File: src/vga_spi_consts.svh
`ifndef VGA_SPI_CONSTS_SVH
`define VGA_SPI_CONSTS_SVH

// Frame store geometry
`define RES_X           320
`define RES_Y           240
`define RES_DIV         2
`define FB_DEPTH        (`RES_X * `RES_Y)

// 640x480 VGA timing in pixel ticks, sync pulses at the start of each period
`define H_TOTAL         800
`define V_TOTAL         525
`define H_SYNC_LEN      96
`define V_SYNC_LEN      2
`define H_ACT_START     144
`define H_ACT_END       784
`define V_ACT_START     35
`define V_ACT_END       515

// System clocks per pixel tick
`define PIX_DIV         2

// Width of each DAC channel
`define COLOR_BITS      4

`endif
File: src/vga_spi_pkg.sv
`default_nettype none

`include "vga_spi_consts.svh"

package vga_spi_pkg;

    // One SPI byte, also one stored pixel (00RRGGBB)
    typedef logic [7:0] byte_t;

    typedef logic [$clog2(`FB_DEPTH)-1:0] fb_addr_t;

    typedef logic [$clog2(`H_TOTAL)-1:0] h_count_t;
    typedef logic [$clog2(`V_TOTAL)-1:0] v_count_t;

    typedef logic [`COLOR_BITS-1:0] color_t;

    // Low seven bits of a command byte
    typedef enum logic [6:0] {
        CMD_ALIGN = 7'h00,
        CMD_SWAP  = 7'h01
    } cmd_op_t;

endpackage

`default_nettype wire

File: src/pixel_command_decoder.sv
`timescale 1ns/1ps
`default_nettype none

`include "vga_spi_consts.svh"

module pixel_command_decoder (
    input  wire logic               clk,
    input  wire logic               rst,
    input  wire logic               rx_valid,
    input  wire vga_spi_pkg::byte_t rx_byte,
    output logic                    wr_en,
    output vga_spi_pkg::fb_addr_t   wr_addr,
    output vga_spi_pkg::byte_t      wr_data,
    output logic                    swap_req,
    output logic                    swap_cancel
);
    import vga_spi_pkg::*;

    localparam fb_addr_t LAST_ADDR = fb_addr_t'(`FB_DEPTH - 1);

    fb_addr_t next_addr;
    logic     is_cmd;
    cmd_op_t  cmd_op;

    assign is_cmd = rx_byte[7];
    assign cmd_op = cmd_op_t'(rx_byte[6:0]);

    always_ff @(posedge clk or posedge rst) begin
        if (rst) begin
            wr_en       <= 1'b0;
            swap_req    <= 1'b0;
            swap_cancel <= 1'b0;
            next_addr   <= '0;
        end else begin
            wr_en       <= 1'b0;
            swap_req    <= 1'b0;
            swap_cancel <= 1'b0;
            if (rx_valid) begin
                if (!is_cmd) begin
                    // Write here, then step on
                    wr_en <= 1'b1;
                    if (next_addr == LAST_ADDR) begin
                        next_addr <= '0;
                    end else begin
                        next_addr <= next_addr + 1'b1;
                    end
                end else begin
                    case (cmd_op)
                        CMD_SWAP: swap_req <= 1'b1;
                        // Align, and any unknown opcode
                        default: begin
                            next_addr   <= '0;
                            swap_cancel <= 1'b1;
                        end
                    endcase
                end
            end
        end
    end

    always_ff @(posedge clk) begin
        if (rx_valid && !is_cmd) begin
            wr_addr <= next_addr;
            wr_data <= rx_byte;
        end
    end

    assert property (@(posedge clk) disable iff (rst) !(wr_en && swap_req))
        else $error("pixel write and swap request in the same cycle");

endmodule

`default_nettype wire

File: config.mk
export PLATFORM = sky130hd
export DESIGN_NAME = pixel_command_decoder
export DESIGN_NICKNAME = d
export VERILOG_FILES = /design/src/vga_spi_pkg.sv /design/src/pixel_command_decoder.sv
export VERILOG_INCLUDE_DIRS = /design/src
export SDC_FILE = /design/constraint.sdc
export NUM_CORES = 1
export LEC_CHECK = 0
export ABC_AREA = 1
export BUFFER_PORTS_ARGS = -buffer_cell sky130_fd_sc_hd__buf_2
export CELL_PAD_IN_SITES_DETAIL_PLACEMENT = 0
export CELL_PAD_IN_SITES_GLOBAL_PLACEMENT = 2
export CORE_MARGIN = 3
export CORE_UTILIZATION = 34
export CTS_CLUSTER_SIZE = 40
export DETAILED_ROUTE_END_ITERATION = 12
export GPL_TIMING_DRIVEN = 0
export PLACE_DENSITY_LB_ADDON = 0.3
export SLEW_MARGIN = 20
export SYNTH_ARGS = -nofsm -noshare
export SYNTH_HDL_FRONTEND = slang
export SYNTH_SLANG_ARGS = --single-unit
File: constraint.sdc
create_clock -name clk -period 1.9 [get_ports clk]
set_input_delay 0.095 -clock clk [delete_from_list [all_inputs] [get_ports clk]]
set_output_delay 0.095 -clock clk [all_outputs]
set_load 0.02 [all_outputs]
; ---- Word-level counts from Yosys, hierarchy flattened
; Index checks and enable logic that the tools add are counted.
[totals]
ff_bits = 45
latch_bits = 0
mem_bits_rw = 0
mem_bits_ro = 0
input_bits = 11
output_inout_bits = 28
wordCells = 24
n_memories = 0
[op_classes]
addsub = 1
n_mul = 0
n_div = 0
n_lt_le_gt_ge = 0
eq_ne = 3
shifts = 0
muxes = 11
bitwise = 0
n_reduce_logical = 3
[op_table]
columns = cell, count
row1 = $mux W17, 3
row2 = $add A17 B1 Y17 const B, 1
row3 = $eq A17 B17 Y1 const B, 1
row4 = $mux W1, 8
row5 = $eq A7 B1 Y1 const B, 1
row6 = $ne A2 B2 Y1 const B, 1
row7 = $reduce_and A2 Y1, 1
row8 = $logic_and A1 B1 Y1, 1
row9 = $logic_not A1 Y1, 1

; ---- Logic depth before layout (Yosys ltp)
[depth]
ltp_word = 4
depth_mapped = 10
ltp_nobuf = 10

; ---- Worst setup path after synthesis
; No wires, ideal clock.
[synth_path]
path_kind = input port to flip-flop
from = in rx_valid
to = reg next_addr[11]
setup_time_ns = 0.064
arrival_time_ns = 1.531
t_required_ns = 1.836
setup_slack_ns = 0.305
cell_stages = 7
n_path_buf = 1
cell_sequence = inv_1 -> nor2_2 -> inv_1 -> nor2_4 -> buf_12 -> nand2_2 -> nand2_2
[synth_between]
elab_chain_len = 1
[synth_rtl]
columns = element, line_no
row1 = start: declaration, pixel_command_decoder.sv:9  ; input wire logic rx_valid,
row2 = $reduce_and A2 Y1 (no line), n/a
row3 = end signal: assignment, pixel_command_decoder.sv:45  ; next_addr <= next_addr + 1'b1;
row4 = end: declaration, pixel_command_decoder.sv:21  ; fb_addr_t next_addr;
; Every way passes these cells.
; A chain may end at the register's enable or synchronous reset.

; ---- Worst setup path in the final report
[layout_path]
from = reg next_addr[0]
to = reg next_addr[12]
[layout_between]
elab_chain_len = 3
word_cells_on_any_way = 4
classes_between = add/sub (1) / eq/ne (1) / mux (2)
[layout_rtl]
columns = element, line_no
row1 = $add A17 B1 Y17 or $eq A17 B17 Y1 (tied branches), "pixel_command_decoder.sv:45, pixel_command_decoder.sv:42"
row2 = $mux W17 (*), pixel_command_decoder.sv:42  ; if (next_addr == LAST_ADDR) begin
row3 = $mux W17 (*), pixel_command_decoder.sv:39  ; if (!is_cmd) begin
; Mark *: on every way between the ends. The rest lies on a longest branch, timed or not.

==> flow_metrics.tcl <==
set metrics [dict create \
    outcome "finished clean" \
    setup_viol 0 \
    htree_levels 2 \
    synth_cells 205 \
    gp_congestion 0.728 \
    drt-total-wl_mm 4.15 \
    synth_top_family_by_area "simple AND/OR/NAND/NOR gates" \
    end_kind "register" \
    slowest_delay_ps 430 \
    cts_resized 0 \
    max-slew-margin-rel_pct 46.2 \
    cts_num_sinks 45 \
    setup_tns_ps 0 \
    startpoint "next_addr[0]$_DFFE_PP0P_" \
    final_common_cell "nand2_1" \
    final_cell_mix "nand2_1, buf_2, edfxtp_1" \
    yosys_warnings 0 \
    yosys.cell_types.count 24 \
    place.port_buffers 38 \
    yosys.area_share.xor_xnor_pct 1.73 \
    final_antenna_net_count 0 \
    period_needed_ps 1550 \
    crit_cells 10 \
    die_h_um 83.2 \
    synthAdderAreaFrac_pct 0.618 \
    worst_slack_ps 350 \
    critical-path-top-delay-family "simple AND/OR/NAND/NOR gates" \
    dpl_worst_slack_ps 112 \
    fmax_mhz 645 \
    syn_nets 217 \
    clk_latency_ps 300 \
    drv_slew 0 \
    die-area_um2 6920 \
    r2r_cells 10 \
    crit_path_frequent_cell "nand2_1" \
    rsz0062_at_grt "false" \
    dpl.cell_count 315 \
    drive_above_1_share_pct 27.4 \
    die_x_um 83.2 \
    grt_pass1_wl_mm 7.25 \
    fin_crit_sh_pct 81.6 \
    fin_nets 270 \
    cts_buffer_depth 2 \
    final_cell_count_no_fill 331 \
    ir_drop_mv 0.323 \
    dp_hpwl_mm 2.87 \
    antenna_found_initial 0 \
    synth_area_um2 2030 \
    area_growth_pct 22.7 \
    cts_tree "done" \
    reg2reg_to "next_addr[12]$_DFFE_PP0P_" \
    fin_hold_ws_ps 39.8 \
    power_density_nw_per_um2 742 \
    ys_seq_area_share_pct 61.8 \
    core_area_um2 5640 \
    path_max_fanout 5 \
    setup.worst_path.end "next_addr[12]$_DFFE_PP0P_" \
    crit_chain "ha_1 > nand2_2 > nor2_4 > nand2_1 > inv_1 > nand2_1 > nand2_1 > nand2_1 > nand2_1 > nand2_1" \
    path_clk_slew_ps 100 \
    rows 27 \
    r2r_slack_ps 350 \
    synth_seq_cells 45 \
    top_level_ports 39 \
    viasPerCell 4.38 \
    worstSetupPathType "reg2reg" \
    worst-path-buf-inv 1 \
    initial_core_util_pct 35.9 \
    fin_skew_ps 12.2 \
    drt_first_pass_iters 4 \
    finalHoldViolCount 0 \
    route.detailed.drc 0 \
    yosys.area_share.simple_pct 28.8 \
    cp_slowest_cell "dfrtp_1" \
    required_ps 2100 \
    cp.arrival_ps 1750 \
    wire_per_inst_um 12.5 \
    grt.total_usage_pct 13.3 \
    n_antenna_cell 0 \
    cts_inserted_buffers 5 \
    syn_avg_cell_area_um2 9.88 \
    drt-initial-drc-count 69 \
    cts-root-buf "clkbuf_8" \
    overflow 0 \
    cp-start-kind "register" \
    hp-start "rx_valid" \
    r2r_start "next_addr[0]$_DFFE_PP0P_" \
    p_leak_nw 1.18 \
    drv_cap 0 \
    vias 1449 \
    grt_max_degree 28 \
    synthMuxAreaShare_pct 0 \
    synth_compound_gate_area_share_pct 2.04 \
    tightest_slew_ps 806 \
    min_path_type "in2reg" \
    grt_pass1_vias 1439 \
]
-- cell families after synthesis --
logic type | Yosys count
fa+ha+maj | 1
simple gates | 125
flops | 45
buf+inv | 22
compound gates | 8
xor+xnor | 4
-- stage by stage --
stage / cell area (um^2) / util, % / power [mW]
global placement: 2310 / 40.9 / 1.24
CTS: 2480 / 44.0 / 1.88
detailed placement: 2310 / 41.0 / 1.24
floorplan: 2030 / - / 1.19
finish: 2480 / 44.0 / 1.84
global route: 2480 / 44.0 / 1.94
-- worst register-to-register path, delay by kind of cell, from the launching register on --
family        cells  cell delay (ps)
fa+ha+maj         1              240
flops             1              430
buf+inv           1              130
simple gates      8              650
-- where the power goes --
group / internal [mW] / total [mW] / switching (mW)
Clock: 0.266 / 0.615 / 0.349
Sequential: 1.06 / 1.08 / 0.0155
Combinational: 0.0531 / 0.150 / 0.0969
-- sequential cells by signal, summed over array words and instances, names as in the netlist --
register     cells
next_addr       17
wr_addr         17
wr_data          8
swap_cancel      1
swap_req         1
wr_en            1
-- per-layer routing --
metal  routed length (um)  up-vias  global-route usage, %
met4                   63        0                   4.46
met3                  261        5                   3.87
met1                 1970      651                   18.1
li1                     -      757                      -
met2                 1850       36                   20.4
met5                    0        -                      0
-- Yosys cell counts --
library cell | number | share of area [%]
edfxtp_1 | 25 | 37
nor3_2 | 1 | 0.49
nand3_4 | 1 | 0.86
buf_4 | 1 | 0.37
nor2_2 | 2 | 0.62
nor3_1 | 2 | 0.49
xor2_1 | 2 | 0.86
ha_1 | 1 | 0.62
inv_2 | 1 | 0.19
o21ai_1 | 2 | 0.49
inv_1 | 19 | 3.5
o21ai_0 | 3 | 0.74
nand3b_1 | 2 | 0.74
nor2_4 | 4 | 2.2
nand3_1 | 7 | 1.7
o22ai_1 | 1 | 0.31
xnor2_1 | 2 | 0.86
nand2_2 | 14 | 4.3
nand4_1 | 2 | 0.62
nand2_1 | 74 | 14
a21oi_1 | 2 | 0.49
dfrtp_1 | 20 | 25
nor2_1 | 16 | 3.0
buf_12 | 1 | 0.99
-- cell type report --
cell class | count | area [um^2]
Tap cell | 72 | 90.1
Clock buffer | 5 | 68.8
Fill cell | 562 | 3160
Sequential cell | 45 | 1250
Timing Repair Buffer | 46 | 270
Clock inverter | 3 | 25.0
Inverter | 20 | 75.1
Multi-Input combinational cell | 138 | 677
Buffer | 2 | 27.5
-- worst min-delay path by stage --
stage	endpoint	slack [ps]	cells past startpoint
floorplan	next_addr[0]$_DFFE_PP0P_	60	1
global placement	wr_data[4]$_DFFE_PP_	290	1
detailed placement	wr_data[1]$_DFFE_PP_	290	1
CTS	swap_cancel$_DFF_PP0_	30	3
global route	wr_data[7]$_DFFE_PP_	30	1
finish	swap_cancel$_DFF_PP0_	40	3
-- repair_timing --
action	CTS	global route
setup buffers	0	0
hold buffers	8	0
endpoints found under the hold margin	27	0
Power figures use the tool's default switching activity.
