`src/vga_spi_consts.svh`:
```
`ifndef VGA_SPI_CONSTS_SVH
`define VGA_SPI_CONSTS_SVH

// Frame store geometry
`define RES_X           320
`define RES_Y           240
`define RES_DIV         2
`define FB_DEPTH        (`RES_X * `RES_Y)

// 640x480 VGA timing in pixel ticks, sync pulses at the start of each period
`define H_TOTAL         800
`define V_TOTAL         525
`define H_SYNC_LEN      96
`define V_SYNC_LEN      2
`define H_ACT_START     144
`define H_ACT_END       784
`define V_ACT_START     35
`define V_ACT_END       515

// System clocks per pixel tick
`define PIX_DIV         2

// Width of each DAC channel
`define COLOR_BITS      4

`endif
```
`src/vga_spi_pkg.sv`:
```
`default_nettype none

`include "vga_spi_consts.svh"

package vga_spi_pkg;

    // One SPI byte, also one stored pixel (00RRGGBB)
    typedef logic [7:0] byte_t;

    typedef logic [$clog2(`FB_DEPTH)-1:0] fb_addr_t;

    typedef logic [$clog2(`H_TOTAL)-1:0] h_count_t;
    typedef logic [$clog2(`V_TOTAL)-1:0] v_count_t;

    typedef logic [`COLOR_BITS-1:0] color_t;

    // Low seven bits of a command byte
    typedef enum logic [6:0] {
        CMD_ALIGN = 7'h00,
        CMD_SWAP  = 7'h01
    } cmd_op_t;

endpackage

`default_nettype wire

```
`src/pixel_scanout.sv`:
```
`timescale 1ns/1ps
`default_nettype none

`include "vga_spi_consts.svh"

module pixel_scanout (
    input  wire logic                  clk,
    input  wire logic                  rst,
    input  wire vga_spi_pkg::h_count_t h_count,
    input  wire vga_spi_pkg::v_count_t v_count,
    output vga_spi_pkg::fb_addr_t      rd_addr,
    input  wire vga_spi_pkg::byte_t    rd_data,
    output vga_spi_pkg::color_t        vga_r,
    output vga_spi_pkg::color_t        vga_g,
    output vga_spi_pkg::color_t        vga_b,
    output logic                       h_sync,
    output logic                       v_sync
);
    import vga_spi_pkg::*;

    localparam h_count_t H_SYNC_END = h_count_t'(`H_SYNC_LEN);
    localparam v_count_t V_SYNC_END = v_count_t'(`V_SYNC_LEN);
    localparam h_count_t H_ACT_LO   = h_count_t'(`H_ACT_START);
    localparam h_count_t H_ACT_HI   = h_count_t'(`H_ACT_END);
    localparam v_count_t V_ACT_LO   = v_count_t'(`V_ACT_START);
    localparam v_count_t V_ACT_HI   = v_count_t'(`V_ACT_END);
    localparam int       PAD_W      = `COLOR_BITS - 2;

    h_count_t h_off;
    v_count_t v_off;
    fb_addr_t frame_x;
    fb_addr_t frame_y;
    logic     h_sync_c;
    logic     v_sync_c;
    logic     active_c;
    logic     h_sync_d;
    logic     v_sync_d;
    logic     active_d;

    assign h_sync_c = (h_count >= H_SYNC_END);
    assign v_sync_c = (v_count >= V_SYNC_END);
    assign active_c = (h_count >= H_ACT_LO) && (h_count < H_ACT_HI) &&
                      (v_count >= V_ACT_LO) && (v_count < V_ACT_HI);

    // Screen position to frame address, each stored pixel covers 2x2
    assign h_off   = h_count - H_ACT_LO;
    assign v_off   = v_count - V_ACT_LO;
    assign frame_x = fb_addr_t'(h_off / h_count_t'(`RES_DIV));
    assign frame_y = fb_addr_t'(v_off / v_count_t'(`RES_DIV));
    assign rd_addr = active_c ? frame_x + frame_y * fb_addr_t'(`RES_X) : '0;

    // ==================================================
    // Stage 1 waits out the RAM read, stage 2 drives the pins
    // ==================================================
    always_ff @(posedge clk or posedge rst) begin
        if (rst) begin
            h_sync_d <= 1'b1;
            v_sync_d <= 1'b1;
            active_d <= 1'b0;
            h_sync   <= 1'b1;
            v_sync   <= 1'b1;
            vga_r    <= '0;
            vga_g    <= '0;
            vga_b    <= '0;
        end else begin
            h_sync_d <= h_sync_c;
            v_sync_d <= v_sync_c;
            active_d <= active_c;
            h_sync   <= h_sync_d;
            v_sync   <= v_sync_d;
            // 00RRGGBB, each field becomes the top bits of its channel
            vga_r    <= active_d ? {rd_data[5:4], {PAD_W{1'b0}}} : '0;
            vga_g    <= active_d ? {rd_data[3:2], {PAD_W{1'b0}}} : '0;
            vga_b    <= active_d ? {rd_data[1:0], {PAD_W{1'b0}}} : '0;
        end
    end

endmodule

`default_nettype wire

```
`config.mk`:
```
export PLATFORM = sky130hd
export DESIGN_NAME = pixel_scanout
export DESIGN_NICKNAME = d
export VERILOG_FILES = /design/src/vga_spi_pkg.sv /design/src/pixel_scanout.sv
export VERILOG_INCLUDE_DIRS = /design/src
export SDC_FILE = /design/constraint.sdc
export NUM_CORES = 1
export LEC_CHECK = 0
export BUFFER_PORTS_ARGS = -buffer_cell sky130_fd_sc_hd__buf_2
export CORE_ASPECT_RATIO = 1.75
export CORE_UTILIZATION = 40
export CTS_CLUSTER_DIAMETER = 50
export DETAILED_ROUTE_END_ITERATION = 8
export PLACE_DENSITY = 0.7
export SYNTH_ARGS = -nofsm -noshare
export SYNTH_HDL_FRONTEND = slang
export SYNTH_SLANG_ARGS = --single-unit
```
`constraint.sdc`:
```
create_clock -name clk -period 5.2 [get_ports clk]
set_input_delay 0.52 -clock clk [delete_from_list [all_inputs] [get_ports clk]]
set_output_delay 0.52 -clock clk [all_outputs]
set_load 0.005 [all_outputs]
```
# Yosys cells after proc, flatten, opt, wreduce, memory -nomap -nowiden
# Index checks and enable logic that the tools add are counted.
# totals
wordCells	25
ff_bits	17
in_bits	30
output_inout_bits	31
# op_classes
n_lt_le_gt_ge	6
addsub	3
n_mux	4
n_reduce_logical	3
multipliers	1
# op_table
cell	n
less-than comparator 10 bit, second input constant	2
adder 9 x 17 -> 17 bit	1
2-to-1 mux 17 bit	1
2-to-1 mux 4 bit	3
multiplier 9 x 3 -> 11 bit, second input constant	1
greater-or-equal comparator 10 x 2 -> 1 bit, second input constant	1
greater-or-equal comparator 10 x 6 -> 1 bit, second input constant	1
greater-or-equal comparator 10 x 7 -> 1 bit, second input constant	1
greater-or-equal comparator 10 x 8 -> 1 bit, second input constant	1
subtractor 10 x 6 -> 10 bit, second input constant	1
subtractor 10 x 8 -> 10 bit, second input constant	1
logical AND 1 bit	3

# Logic depth before layout (Yosys ltp)
# logic_depth
ltp_word	5
mapped_depth	14
mapped_depth_nobuf	14

# Worst setup path after synthesis
# Ideal clock, no wire load.
# synth_path
kind	input-to-output
startpoint	input v_count[0]
endpoint	output rd_addr[16]
t_arrival_ps	3454
required_ps	4680
path_slack_ps	1226
stages	10
cell_sequence	ha_1 -> o41ai_1 -> o21ai_0 -> a22o_1 -> ha_1 -> or4b_2 -> o211ai_1 -> and4b_1 -> a21oi_1 -> nand2b_1
# synth_via
elab_chain_cells	4
# synth_rtl
element	line_no	rtl
from (decl)	pixel_scanout.sv:10	input wire vga_spi_pkg::v_count_t v_count,
subtractor 10 x 6 -> 10 bit or greater-or-equal comparator 10 x 6 -> 1 bit (tied branches)	pixel_scanout.sv:47, pixel_scanout.sv:43	
multiplier 9 x 3 -> 11 bit or logical AND 1 bit (tied branches)	pixel_scanout.sv:50, pixel_scanout.sv:42	
adder 9 x 17 -> 17 bit or logical AND 1 bit (tied branches)	pixel_scanout.sv:50, pixel_scanout.sv:43	
2-to-1 mux 17 bit *	pixel_scanout.sv:50	assign rd_addr = active_c ? frame_x + frame_y * fb_addr_t'(`RES_X) : '0;
to (decl)	pixel_scanout.sv:11	output vga_spi_pkg::fb_addr_t rd_addr,
# Every way passes the cells marked *; elsewhere a longest branch is shown, timed or not.

# Final worst setup path
# Same ends and word-level chain as after synthesis.

==> out/results.txt <==
worst flop-to-flop path endpoint: vga_g[3]
number of core rows: 29
final WL: 3400 µm
GR peak layer: met2
Worst slew margin: 0.5665
Clock Path Buffers: 2
top post-synthesis cells by area: ha_1, dfrtp_1, xnor2_1, dfstp_2, nor2_1
Layout Nets: 297
Sink Count: 11
number of synthesized flops with an enable pin: 0
post-synthesis async set-or-reset flop share: 1.000
clk root buf: clkbuf_8
# IOs: 61
hpwl dp: 2944 µm
RSZ-0062 raised after global routing: false
met3 Use GR: 0.02899
Die Height: 84.39 µm
Critical Path Fanout Max: 4
post-CTS setup buffers: 0
Skew-Pair Late Insertion Delay: 240 ps
CP arrival: 3840 ps
CP endpoint kind: output port
TritonCTS clock tree: yes
wire per inst: 11.64 µm
met1 Usage GRT: 0.1571
drt first pass iters: 4
Hold-fix buffers, CTS: 0
Post-DRT Antenna Nets: 0
port bufs: 52
Final period util: 0.8389
via/cell ratio: 5.223
largest net degree at the start of global routing: 17
Crit path required time: 4680 ps
Mean Syn Cell Area: 8.123 µm²
Setup CP Type: in2out
via count: 1525
Yosys reg bits: 11
initial antenna violation count: 0
Synth Flop Type: dfrtp_1
Post-Syn Instances: 191
R2R Path Start: active_d
worst-margin pin slew: 648.6 ps
GR Util met2: 0.3711
final setup TNS: 0 ps
Area Overhead vs Synth: 21.94%
Inserted Diodes: 0
WHS: 254.8 ps
sequential share of the synthesized area: 0.1806
leakage: 0.9361 nW
H-tree level count: 1
Hold Fails Final Rpt: 0
first-pass GRT wire length: 5968 µm
Max Slew Vio Count: 0
gp weighted congestion: 0.8063
# DRC: 0
number of global-route vias before repair: 1451
1st-iter DRT viols: 21
IR drop worst, VDD: 0.1254 mV
Final setup viols: 0
share of cells above drive strength 1: 0.2683
# placed instances: 288
status: finished, final reports clean
worst reg2reg path depth: 1
Starting Density: 0.4234
Fillers: 385
area leader, netlist: ha_1
total CTS buffers: 3
non-filler cells, final: 292
most common cell in the netlist: nor2_1
hold crit path type: in2async
post-CTS sizing: 0
Max Cap Viol: 0
most frequent cells after synthesis: nor2_1, ha_1, xnor2_1
min cycle time layout: 4362 ps
Clock Skew: 1.941 ps
Tot GR Track Use: 0.1789
Distinct cells, synth: 43
DIE AREA: 0.004142 mm²
Setup crit start kind: primary input
Post-Syn Area: 0.001551 mm²
Achievable Freq: 0.2292 GHz
pwr/cell area: 233.2 mW/mm²
Ys Warns: 0
total grt overflow: 0
R2R setup slack: 4520 ps
chip width: 49.08 µm
core area: 0.003665 mm²
Yosys top cell area share: 0.1452
Reg clk slew, reported paths: 50 ps
-- routing by layer --
layer  routed length [µm]  part of all wire
met3                  127             0.037
met4                   92             0.027
met1                 1196              0.35
met2                 1984              0.58
met5                    0                 0
-- cell type report --
class / instances / area, µm² / area share
Multi-Input combinational cell: 163 / 1185 / 0.6263
Sequential cell: 11 / 280.3 / 0.1481
Timing Repair Buffer: 53 / 267.8 / 0.1415
Tap cell: 46 / 57.56 / 0.03042
Inverter: 15 / 56.30 / 0.02976
Clock buffer: 4 / 45.04 / 0.02381
-- report_power, final --
| part | switching (mW) | internal [mW] | total [mW] |
|---|---|---|---|
| sequential | 0.00125 | 0.0901 | 0.0914 |
| clock | 0.0292 | 0.0536 | 0.0827 |
| combinational | 0.144 | 0.123 | 0.267 |
| total | 0.175 | 0.266 | 0.441 |
-- critical path: stages --
cell       delay [ps]
buf_2             120
a2111oi_1         640
o21ai_0           190
xor2_1            370
xnor2_1           130
ha_1              340
o21ai_0           130
or4b_2            620
o211ai_1          180
and4b_1           300
a21oi_1            50
nand2b_1          130
buf_2             120
-- kinds of logic after synthesis --
| logic type | count (synthesis) | share of synthesized area |
|---|---|---|
| compound gates | 36 | 0.1669 |
| xor+xnor | 25 | 0.1411 |
| fa+ha+maj | 20 | 0.1710 |
| buf+inv | 22 | 0.06773 |
| flops | 11 | 0.1806 |
| other cells | 1 | 0.002417 |
| simple gates | 76 | 0.2702 |
-- flip-flops by register name (all words and copies together) (netlist names) --
signal    cells
vga_b         2
h_sync_d      1
vga_g         2
vga_r         2
v_sync_d      1
h_sync        1
v_sync        1
active_d      1
-- how the worst max path moves through the flow --
stage | start | endpoint | cells after the start
after floorplan | v_count[0] | rd_addr[16] | 10
after global placement | v_count[0] | rd_addr[16] | 13
after detailed placement | v_count[0] | rd_addr[16] | 13
after CTS | v_count[0] | rd_addr[16] | 13
after global routing | v_count[0] | rd_addr[16] | 13
final | v_count[0] | rd_addr[16] | 13
-- through the flow --
step / total power [mW] / setup WS (ps) / area [µm²] / util
after floorplan: 0.2897 / 1226 / 1570 / -
after global placement: 0.3573 / 823.9 / 1847 / 0.5039
after detailed placement: 0.3602 / 788.4 / 1847 / 0.5039
after CTS: 0.4464 / 781.0 / 1892 / 0.5162
after global routing: 0.4872 / 512.8 / 1892 / 0.5162
final: 0.4411 / 837.8 / 1892 / 0.5162
-- cell usage in the layout, fill, tap and decap left out, types with 2 or more instances in the layout --
cell type,synthesis,layout
buf_2,0,52
nor2_1,22,22
ha_1,18,18
xnor2_1,16,16
inv_1,15,15
and2_1,11,11
xor2_1,9,9
nand2_1,8,8
o21ai_0,8,8
a21oi_1,7,7
dfrtp_1,7,7
nor2b_1,6,6
conb_1,1,6
nand2b_1,5,5
or3_1,4,4
nor3_1,4,4
a21o_1,4,4
dfstp_2,4,4
o211ai_1,3,3
nand3_1,3,3
clkbuf_8,0,3
or4_1,2,2
a2111oi_0,2,2
a311oi_1,2,2
a211oi_1,2,2
nor3b_1,2,2
nor4_1,2,2
fa_1,2,2
Note: power is estimated with default switching activity, not from simulation.
