`config.mk`:
```
export PLATFORM = sky130hd
export DESIGN_NAME = vga_timing
export DESIGN_NICKNAME = d
export VERILOG_FILES = /design/src/vga_spi_pkg.sv /design/src/vga_timing.sv
export VERILOG_INCLUDE_DIRS = /design/src
export SDC_FILE = /design/constraint.sdc
export NUM_CORES = 1
export LEC_CHECK = 0
export ABC_AREA = 1
export BUFFER_PORTS_ARGS = -buffer_cell sky130_fd_sc_hd__buf_2
export CAP_MARGIN = 30
export CELL_PAD_IN_SITES_DETAIL_PLACEMENT = 0
export CELL_PAD_IN_SITES_GLOBAL_PLACEMENT = 1
export CORE_MARGIN = 10
export CORE_UTILIZATION = 35
export CTS_CLUSTER_SIZE = 40
export DETAILED_ROUTE_END_ITERATION = 10
export PLACE_DENSITY_LB_ADDON = 0.2
export SYNTH_ARGS = -nofsm -noshare
export SYNTH_HDL_FRONTEND = slang
export SYNTH_SLANG_ARGS = --single-unit
```
`constraint.sdc`:
```
create_clock -name clk -period 2.6 [get_ports clk]
set_clock_uncertainty 0.15 [all_clocks]
set_input_delay 0.39 -clock clk [delete_from_list [all_inputs] [get_ports clk]]
set_output_delay 0.39 -clock clk [all_outputs]
set_load 0.02 [all_outputs]
```
`src/vga_spi_consts.svh`:
```
`ifndef VGA_SPI_CONSTS_SVH
`define VGA_SPI_CONSTS_SVH

// Frame store geometry
`define RES_X           320
`define RES_Y           240
`define RES_DIV         2
`define FB_DEPTH        (`RES_X * `RES_Y)

// 640x480 VGA timing in pixel ticks, sync pulses at the start of each period
`define H_TOTAL         800
`define V_TOTAL         525
`define H_SYNC_LEN      96
`define V_SYNC_LEN      2
`define H_ACT_START     144
`define H_ACT_END       784
`define V_ACT_START     35
`define V_ACT_END       515

// System clocks per pixel tick
`define PIX_DIV         2

// Width of each DAC channel
`define COLOR_BITS      4

`endif
```
`src/vga_spi_pkg.sv`:
```
`default_nettype none

`include "vga_spi_consts.svh"

package vga_spi_pkg;

    // One SPI byte, also one stored pixel (00RRGGBB)
    typedef logic [7:0] byte_t;

    typedef logic [$clog2(`FB_DEPTH)-1:0] fb_addr_t;

    typedef logic [$clog2(`H_TOTAL)-1:0] h_count_t;
    typedef logic [$clog2(`V_TOTAL)-1:0] v_count_t;

    typedef logic [`COLOR_BITS-1:0] color_t;

    // Low seven bits of a command byte
    typedef enum logic [6:0] {
        CMD_ALIGN = 7'h00,
        CMD_SWAP  = 7'h01
    } cmd_op_t;

endpackage

`default_nettype wire

```
`src/vga_timing.sv`:
```
`timescale 1ns/1ps
`default_nettype none

`include "vga_spi_consts.svh"

module vga_timing (
    input  wire logic            clk,
    input  wire logic            rst,
    output vga_spi_pkg::h_count_t h_count,
    output vga_spi_pkg::v_count_t v_count,
    output logic                 frame_start
);
    import vga_spi_pkg::*;

    localparam int       DIV_W  = $clog2(`PIX_DIV);
    localparam h_count_t H_LAST = h_count_t'(`H_TOTAL - 1);
    localparam v_count_t V_LAST = v_count_t'(`V_TOTAL - 1);

    logic [DIV_W-1:0] div_cnt;
    logic             pix_tick;

    // Counters step on the last clk of each pixel period
    assign pix_tick    = (div_cnt == DIV_W'(`PIX_DIV - 1));
    assign frame_start = (div_cnt == '0) && (h_count == '0) && (v_count == '0);

    always_ff @(posedge clk or posedge rst) begin
        if (rst) begin
            div_cnt <= '0;
            h_count <= '0;
            v_count <= '0;
        end else if (pix_tick) begin
            div_cnt <= '0;
            if (h_count == H_LAST) begin
                h_count <= '0;
                if (v_count == V_LAST) begin
                    v_count <= '0;
                end else begin
                    v_count <= v_count + 1'b1;
                end
            end else begin
                h_count <= h_count + 1'b1;
            end
        end else begin
            div_cnt <= div_cnt + 1'b1;
        end
    end

    assert property (@(posedge clk) disable iff (rst) (h_count <= H_LAST) && (v_count <= V_LAST))
        else $error("raster counter out of range");

endmodule

`default_nettype wire

```
=== Yosys cells after proc, flatten, opt, wreduce, memory -nomap -nowiden ===
Index checks and enable logic that the tools add are counted.

* Bits of input ports: 2
* Word-level logic and storage cells: 17
* Bits in registers: 21

* Bitwise operators: 1
* Reductions and logical operators: 5
* Add/sub/neg operators: 3
* Equality and inequality tests: 2
* Mux-type cells: 3

{| class="wikitable"
|+ Operator list
! operator !! number
|-
| adder 10 x 1 -> 10 bit, second input constant || 2
|-
| == test 10 bit, second input constant || 2
|-
| logical NOT 10 bit || 2
|-
| 2-to-1 mux 10 bit || 2
|-
| logical AND 1 bit || 2
|-
| AND reduction 2 bit || 1
|-
| adder 1 bit, second input constant || 1
|-
| 2-to-1 mux 1 bit || 1
|-
| NOT 1 bit || 1
|}

=== Longest topological paths before layout ===
Gate-level depths: netlist (run 1).

* Word-level depth: 3
* Gate-level depth with buffers: 9

=== Least setup slack after synthesis (run 1) ===
OpenSTA, ideal clock, no wires.

* Path type: register to output
* From: register h_count[0]
* To: output frame_start
* Setup slack: 0.793 ns
* Arrival time: 1.267 ns
* Data required time: 2.060 ns
* Stages on the path, launching flop included: 7
* Path through: dfrtp_1 > inv_1 > ha_1 > nand2_1 > nor3_1 > nand4_1 > nor2_1

* Word-level cells in the longest chain between the ends: 3

{| class="wikitable"
|+ Ends and longest elaborated chain
! item !! line !! RTL
|-
| start: declaration || vga_timing.sv:9 || <nowiki>output vga_spi_pkg::h_count_t h_count,</nowiki>
|-
| start signal: assignment || vga_timing.sv:41 || <nowiki>h_count <= h_count + 1'b1;</nowiki>
|-
| logical NOT 10 bit || vga_timing.sv:24 || <nowiki>assign frame_start = (div_cnt == '0) && (h_count == '0) && (v_count == '0);</nowiki>
|-
| logical AND 1 bit (2 in series) || vga_timing.sv:24 ||
|-
| end: declaration || vga_timing.sv:11 || <nowiki>output logic frame_start</nowiki>
|}

Every way passes these cells.

=== Worst setup path in the final report (run 1) ===
* From: register v_count[0]
* To: output frame_start

* Word-level cells in the longest chain between the ends: 2

{| class="wikitable"
|+ Ends and longest elaborated chain
! item !! line !! RTL
|-
| start: declaration || vga_timing.sv:10 || <nowiki>output vga_spi_pkg::v_count_t v_count,</nowiki>
|-
| start signal: assignment || vga_timing.sv:38 || <nowiki>v_count <= v_count + 1'b1;</nowiki>
|-
| logical NOT 10 bit || vga_timing.sv:24 ||
|-
| logical AND 1 bit || vga_timing.sv:24 ||
|}

Every way passes these cells.

==> results of run 1 <==
metal layers:
layer	up-vias	wire length [µm]	global-route usage (%)
li1	587	-	-
met1	515	1360	11.7
met2	24	1340	15.9
met3	5	181	2.45
met4	0	44	3.70
met5	-	0	0
state kept, by name (all words and copies together) (netlist names):
register	count
h_count	10
div_cnt	1
v_count	10
cells in the final DEF (no fill, tap or decap):
| cell | count |
|---|---|
| nand4_1 | 3 |
| a21oi_1 | 1 |
| xor2_1 | 6 |
| nand2_1 | 65 |
| nand3_2 | 1 |
| nand3b_1 | 2 |
| nor2_2 | 3 |
| nor2_4 | 3 |
| nand2_4 | 1 |
| clkbuf_8 | 3 |
| inv_1 | 27 |
| o21ai_0 | 3 |
| ha_1 | 4 |
| dfrtp_1 | 21 |
| nor2_1 | 15 |
| xnor2_1 | 2 |
| buf_2 | 22 |
| nor3_1 | 1 |
| nor4_1 | 2 |
| nand3_1 | 14 |
| clkbuf_1 | 1 |
final timing paths:
kind | slack, ps | cells past startpoint | end
min in group clk | 420 | 2 | v_count[8]
hold / removal | 120 | 2 | h_count[1]
setup / recovery | 550 | 7 | frame_start
hold reg to reg | 420 | 2 | v_count[8]
setup reg to reg | 970 | 6 | v_count[1]
max in group asynchronous | 1660 | 2 | v_count[6]
Yosys cell counts, types with 2 or more instances:
| master | n |
|---|---|
| nor4_1 | 2 |
| ha_1 | 4 |
| nor2_4 | 3 |
| xor2_1 | 6 |
| nor2_2 | 3 |
| xnor2_1 | 2 |
| nand3b_1 | 2 |
| dfrtp_1 | 21 |
| nand4_1 | 3 |
| nand2_1 | 65 |
| o21ai_0 | 3 |
| nor2_1 | 15 |
| nand3_1 | 14 |
| inv_1 | 27 |
stage by stage:
step | total power, mW | util (%) | area (µm²) | setup slack, ps
floorplan | 0.338 | - | 1280 | 793
global placement | 0.341 | 41.5 | 1430 | 834
detailed placement | 0.341 | 41.5 | 1430 | 819
CTS | 0.561 | 42.9 | 1480 | 532
global route | 0.572 | 42.9 | 1480 | 341
finish | 0.553 | 42.9 | 1480 | 547
final cells by class:
| class | instances | area [µm²] |
|---|---|---|
| timing repair buffer | 22 | 110 |
| sequential | 21 | 526 |
| tap | 46 | 57.6 |
| fill | 366 | 1970 |
| clock buffer | 4 | 45.0 |
| inverter | 27 | 101 |
| multi-input combinational | 126 | 636 |
cells by family (layout without fill, tap and decap cells):
| logic type | after synthesis | count (layout) | share of synthesized area [%] |
|---|---|---|---|
| AND/OR/NAND/NOR | 110 | 110 | 38.7 |
| XOR/XNOR | 8 | 8 | 5.47 |
| AO/OA/AOI/OAI | 4 | 4 | 1.56 |
| buffers and inverters | 29 | 53 | 9.38 |
| adder cells (fa/ha/maj) | 4 | 4 | 3.91 |
| flip-flops | 21 | 21 | 41.0 |
worst max-delay path, cell delays in order, from the launching register on:
cell	delay (ps)
dfrtp_1	420
inv_1	90
ha_1	160
inv_1	40
nor4_1	160
nand2_1	80
nor2_1	120
buf_2	180
power by group:
group	internal (mW)	switching, mW
sequential	0.326	0
clock	0.109	0.110
combinational	0.000602	0.00652
==> impl_metrics.csv, run 1 <==
group,metric,value,unit
timing,hold_slack,125,ps
die,std_cell_rows,21,
logic_synthesis,netlist_area,1280,µm²
timing,setup_viol,0,
logic_synthesis,synth_warnings,0,
logic_synthesis,syn_nets,182,
global_route,grt_max_degree,22,
outcome,status,"finished clean",
cts,clock-sinks,21,
logic_synthesis,avgSynthCellArea,7.28,µm²
logic_synthesis,synth_top_cell_area_share,41.0,%
global_route,grt_use_total,9.66,%
timing,final_max_slew_viol_count,0,
power,power_density,375,nW/µm²
setup_path,critPathRequiredTime,2060,ps
cts,cts_buffers,3,
cts,clockBufferDepth,2,
route,vias_per_cell,4.60,
cts,cts-root-buf,"clkbuf_8",
layout,final_nets,207,
timing,clock.fmax,487,MHz
cts,clk_pin_slew,80,ps
timing,fin_crit_sh,79.0,%
global_route,grt_first_pass_wirelength,5090,µm
timing,grt_setup_unrepaired,"no",
place,port-buffer-count,22,
power,ir_worst_vdd,168,µV
logic_synthesis,ys_ff_latch,21,
timing,worst_slew_pin_slew,829,ps
logic_synthesis,synthArstFlopShare,100,%
logic_synthesis,synth_largest_area_cell,"dfrtp_1",
setup_path,cp_max_fo,5,
die,io_pins,23,
cts,h-tree-depth,1,
worst_hold_path,hp-class,"primary input to async pin",
setup_path,arrival,1510,ps
die,die_h,80.5,µm
setup_path,start_kind,"flip-flop",
cts,clock_latency,260,ps
route,routed_wirelength,2930,µm
logic_synthesis,ys.flop_type,"dfrtp_1",
global_route,overflow,0,
logic_synthesis,synthDistinctLibCells,20,
layout,syn2layout_area_growth,15.1,%
timing,finalHoldViolCount,0,
timing,final.min_clock_period,2050,ps
place,hpwl,2220,µm
place,dpl.cell_count,242,
logic_synthesis,syn_inst,176,
global_route,grt_pass1_vias,1112,
setup_path,r2r-start,"div_cnt",
die,initial_core_util,37.2,%
die,dieArea,6480,µm²
setup_path,crit_type,"flip-flop to primary output",
die,core,3440,µm²
timing,tns,0,ps
global_route,grt_antenna_before_repair,0,
cts,ctsResizeCount,0,
setup_path,end_kind,"primary output",
timing,maxSlewHeadroom,44.7,%
route,drtIter0Drc,49,
layout,stdcell_count,246,
setup_path,startpoint,"v_count[0]",
route,dr.pass1.iters,6,
cts,ctsHoldBuffers,0,
route,route.detailed.drc,0,
logic_synthesis,synth_edf_count,0,
job,drv_cap,0,
logic_synthesis,synthTopCellsByArea,"dfrtp_1 41%, nand2_1 19%, inv_1 7.9%",
logic_synthesis,synth_seq_area_share,41.0,%
power,leakagePower,0.870,nW
cts,cts_tree,"built",
route,wl_per_cell,11.9,µm
route,vias,1131,
place,gp_congestion,0.807,
cts,postCtsSetupBuffers,0,
route,ant_nets,0,
layout,drive_above_1_share,16.5,%
die,die_x,80.5,µm
layout,num_antenna_cells,0,
No activity file was read; power rests on OpenSTA's default activity.
==> inputs of run 2 (changes only) <==
==> constraint.sdc (replaced) <==
create_clock -name clk -period 2 [get_ports clk]
set_clock_uncertainty 0.15 [all_clocks]
set_input_delay 0.3 -clock clk [delete_from_list [all_inputs] [get_ports clk]]
set_output_delay 0.3 -clock clk [all_outputs]
set_load 0.02 [all_outputs]
==> run 2 against run 1 <==
Flip-flop and latch count is the same. Setup slack lost 450 ps. First-iteration DRC count grew 94%. Via count grew 1.1%. Largest cell class unchanged. Highest routed layer unchanged.
==> impl_metrics.csv, run 2 (synthesis gave the netlist of run 1 again) <==
group,metric,value,unit
worst_hold_path,whs_path_depth,2,
layout,syn2layout_area_growth,20.5,%
timing,setup_ws,92.5,ps
timing,worst_slew_pin_slew,311,ps
setup_path,crit_path_top_delay_cell,"dfrtp_1",
layout,final_nets,214,
die,initial_core_util,37.2,%
layout,drive_above_1_share,20.3,%
power,power_density,472,nW/µm²
global_route,grt_use_total,9.29,%
timing,maxSlewHeadroom,79.2,%
timing,setup_viol,0,
job,drv_cap,0,
die,io_pins,23,
global_route,grt_antenna_before_repair,0,
cts,cts_buffers,3,
timing,hold_slack,388,ps
route,wl_per_cell,12.1,µm
timing,fin_crit_sh,95.4,%
cts,cts-root-buf,"clkbuf_8",
timing,finalHoldViolCount,0,
layout,top_regs,"h_count x10, v_count x10, div_cnt x1",
layout,utilization,44.9,%
timing,final.min_clock_period,1910,ps
route,vias_per_cell,4.52,
die,core,3440,µm²
setup_path,max_stage_delay,500,ps
setup_path,critPathRequiredTime,1550,ps
die,die_h,80.5,µm
layout,final_common_cell,"nand2_1",
die,die_x,80.5,µm
global_route,grt_pass1_vias,1096,
setup_path,reg2reg_depth,8,
power,ir_worst_vdd,175,µV
layout,num_antenna_cells,0,
setup_path,worstPathCellList,"nor4_1 -> nand2_1 -> nor2_1 -> buf_4",
power,leakagePower,0.908,nW
setup_path,start_kind,"flip-flop",
place,post_dp_cell_area,1440,µm²
worst_hold_path,hp-start,"v_count[0]",
power,power.total,728,µW
cts,h-tree-depth,1,
setup_path,ff2ff_setup_slack,330,ps
global_route,overflow,0,
route,routed_wirelength,3050,µm
place,gp_congestion,0.806,
route,route.detailed.drc,0,
worst_hold_path,hp-class,"flip-flop to flip-flop",
route,vias,1144,
layout,layout_common_cells,"65 x nand2_1, 26 x inv_1, 21 x dfrtp_1, 21 x buf_2, 15 x nor2_1",
global_route,grt_max_degree,22,
die,std_cell_rows,21,
setup_path,cp_max_fo,11,
setup_path,critical_path_depth,4,
timing,clock.fmax,524,MHz
route,ant_nets,0,
cts,cts_tree,"built",
place,dpl_worst_slack,314,ps
setup_path,arrival,1460,ps
cts,clockBufferDepth,2,
place,hpwl,2210,µm
global_route,grt_first_pass_wirelength,4990,µm
route,dr.pass1.iters,4,
timing,final_max_slew_viol_count,0,
place,port-buffer-count,22,
cts,clock_latency,270,ps
outcome,status,"finished clean",
worst_hold_path,hold_end,"v_count[0]",
setup_path,crit_type,"flip-flop to primary output",
setup_path,r2r-start,"h_count[0]",
die,dieArea,6480,µm²
cts,clk_pin_slew,80,ps
layout,fin_area,1540,µm²
cts,clock-sinks,21,
setup_path,cp_top_family,"simple AND/OR/NAND/NOR gates",
route,drtIter0Drc,95,
setup_path,rr_endpoint,"v_count[7]",
setup_path,end_kind,"primary output",
setup_path,cp_num_buf_inv,1,
-- run 2: changes by cell type in the layout (fill, tap and decap cells not counted), sizes merged --
cell / before / now
dlygate4sd3: 0 / 1
buf: 22 / 28
-- run 2: how the worst max path moves through the flow --
stage          startpoint          end
2_1_floorplan  h_count[0]  frame_start
3_3_place_gp   v_count[0]  frame_start
3_5_place_dp   v_count[0]  frame_start
4_1_cts        v_count[0]  frame_start
5_1_grt        v_count[0]  frame_start
6_report          div_cnt  frame_start
-- run 2: area by class of cell --
cell class,count,area [µm²]
repair buffers,29,168
inverters,27,101
multi-input cells,126,647
fillers,368,1900
well taps,46,57.6
clock buffers,4,45.0
flip-flops and latches,21,526
-- run 2: layer usage --
layer / vias to the layer above / track usage, % / part of all wire (%) / wire length, µm
met5: - / 0 / 0 / 0
met4: 0 / 2.82 / 0.62 / 19
met3: 4 / 2.34 / 5.5 / 167
met2: 20 / 15.4 / 47 / 1430
met1: 519 / 11.5 / 47 / 1440
li1: 601 / - / - / -
-- run 2: worst min-delay path, cell delays in order (launching register included) --
cell	delay, ps
dfrtp_1	380
nand2_1	60
nand2_1	60
-- run 2: power by group --
| group | switching [mW] | internal, mW | leakage [nW] |
|---|---|---|---|
| Combinational | 0.00924 | 0.00340 | 0.606 |
| Clock | 0.149 | 0.142 | 0.0228 |
| Sequential | 0 | 0.424 | 0.279 |
| Total | 0.158 | 0.570 | 0.908 |
-- run 2: stage by stage --
step / setup TNS (ps) / std cells
finish: 0 / 253
global route: -43.1 / 253
floorplan: 0 / 176
detailed placement: 0 / 243
global placement: 0 / 243
CTS: 0 / 248
-- run 2: what timing repair did --
action	4_1_cts	5_1_grt
hold endpoints to repair	21	0
hold buffers	1	0
setup endpoints to repair	0	1
buffers inserted	0	5
resized for setup	0	4
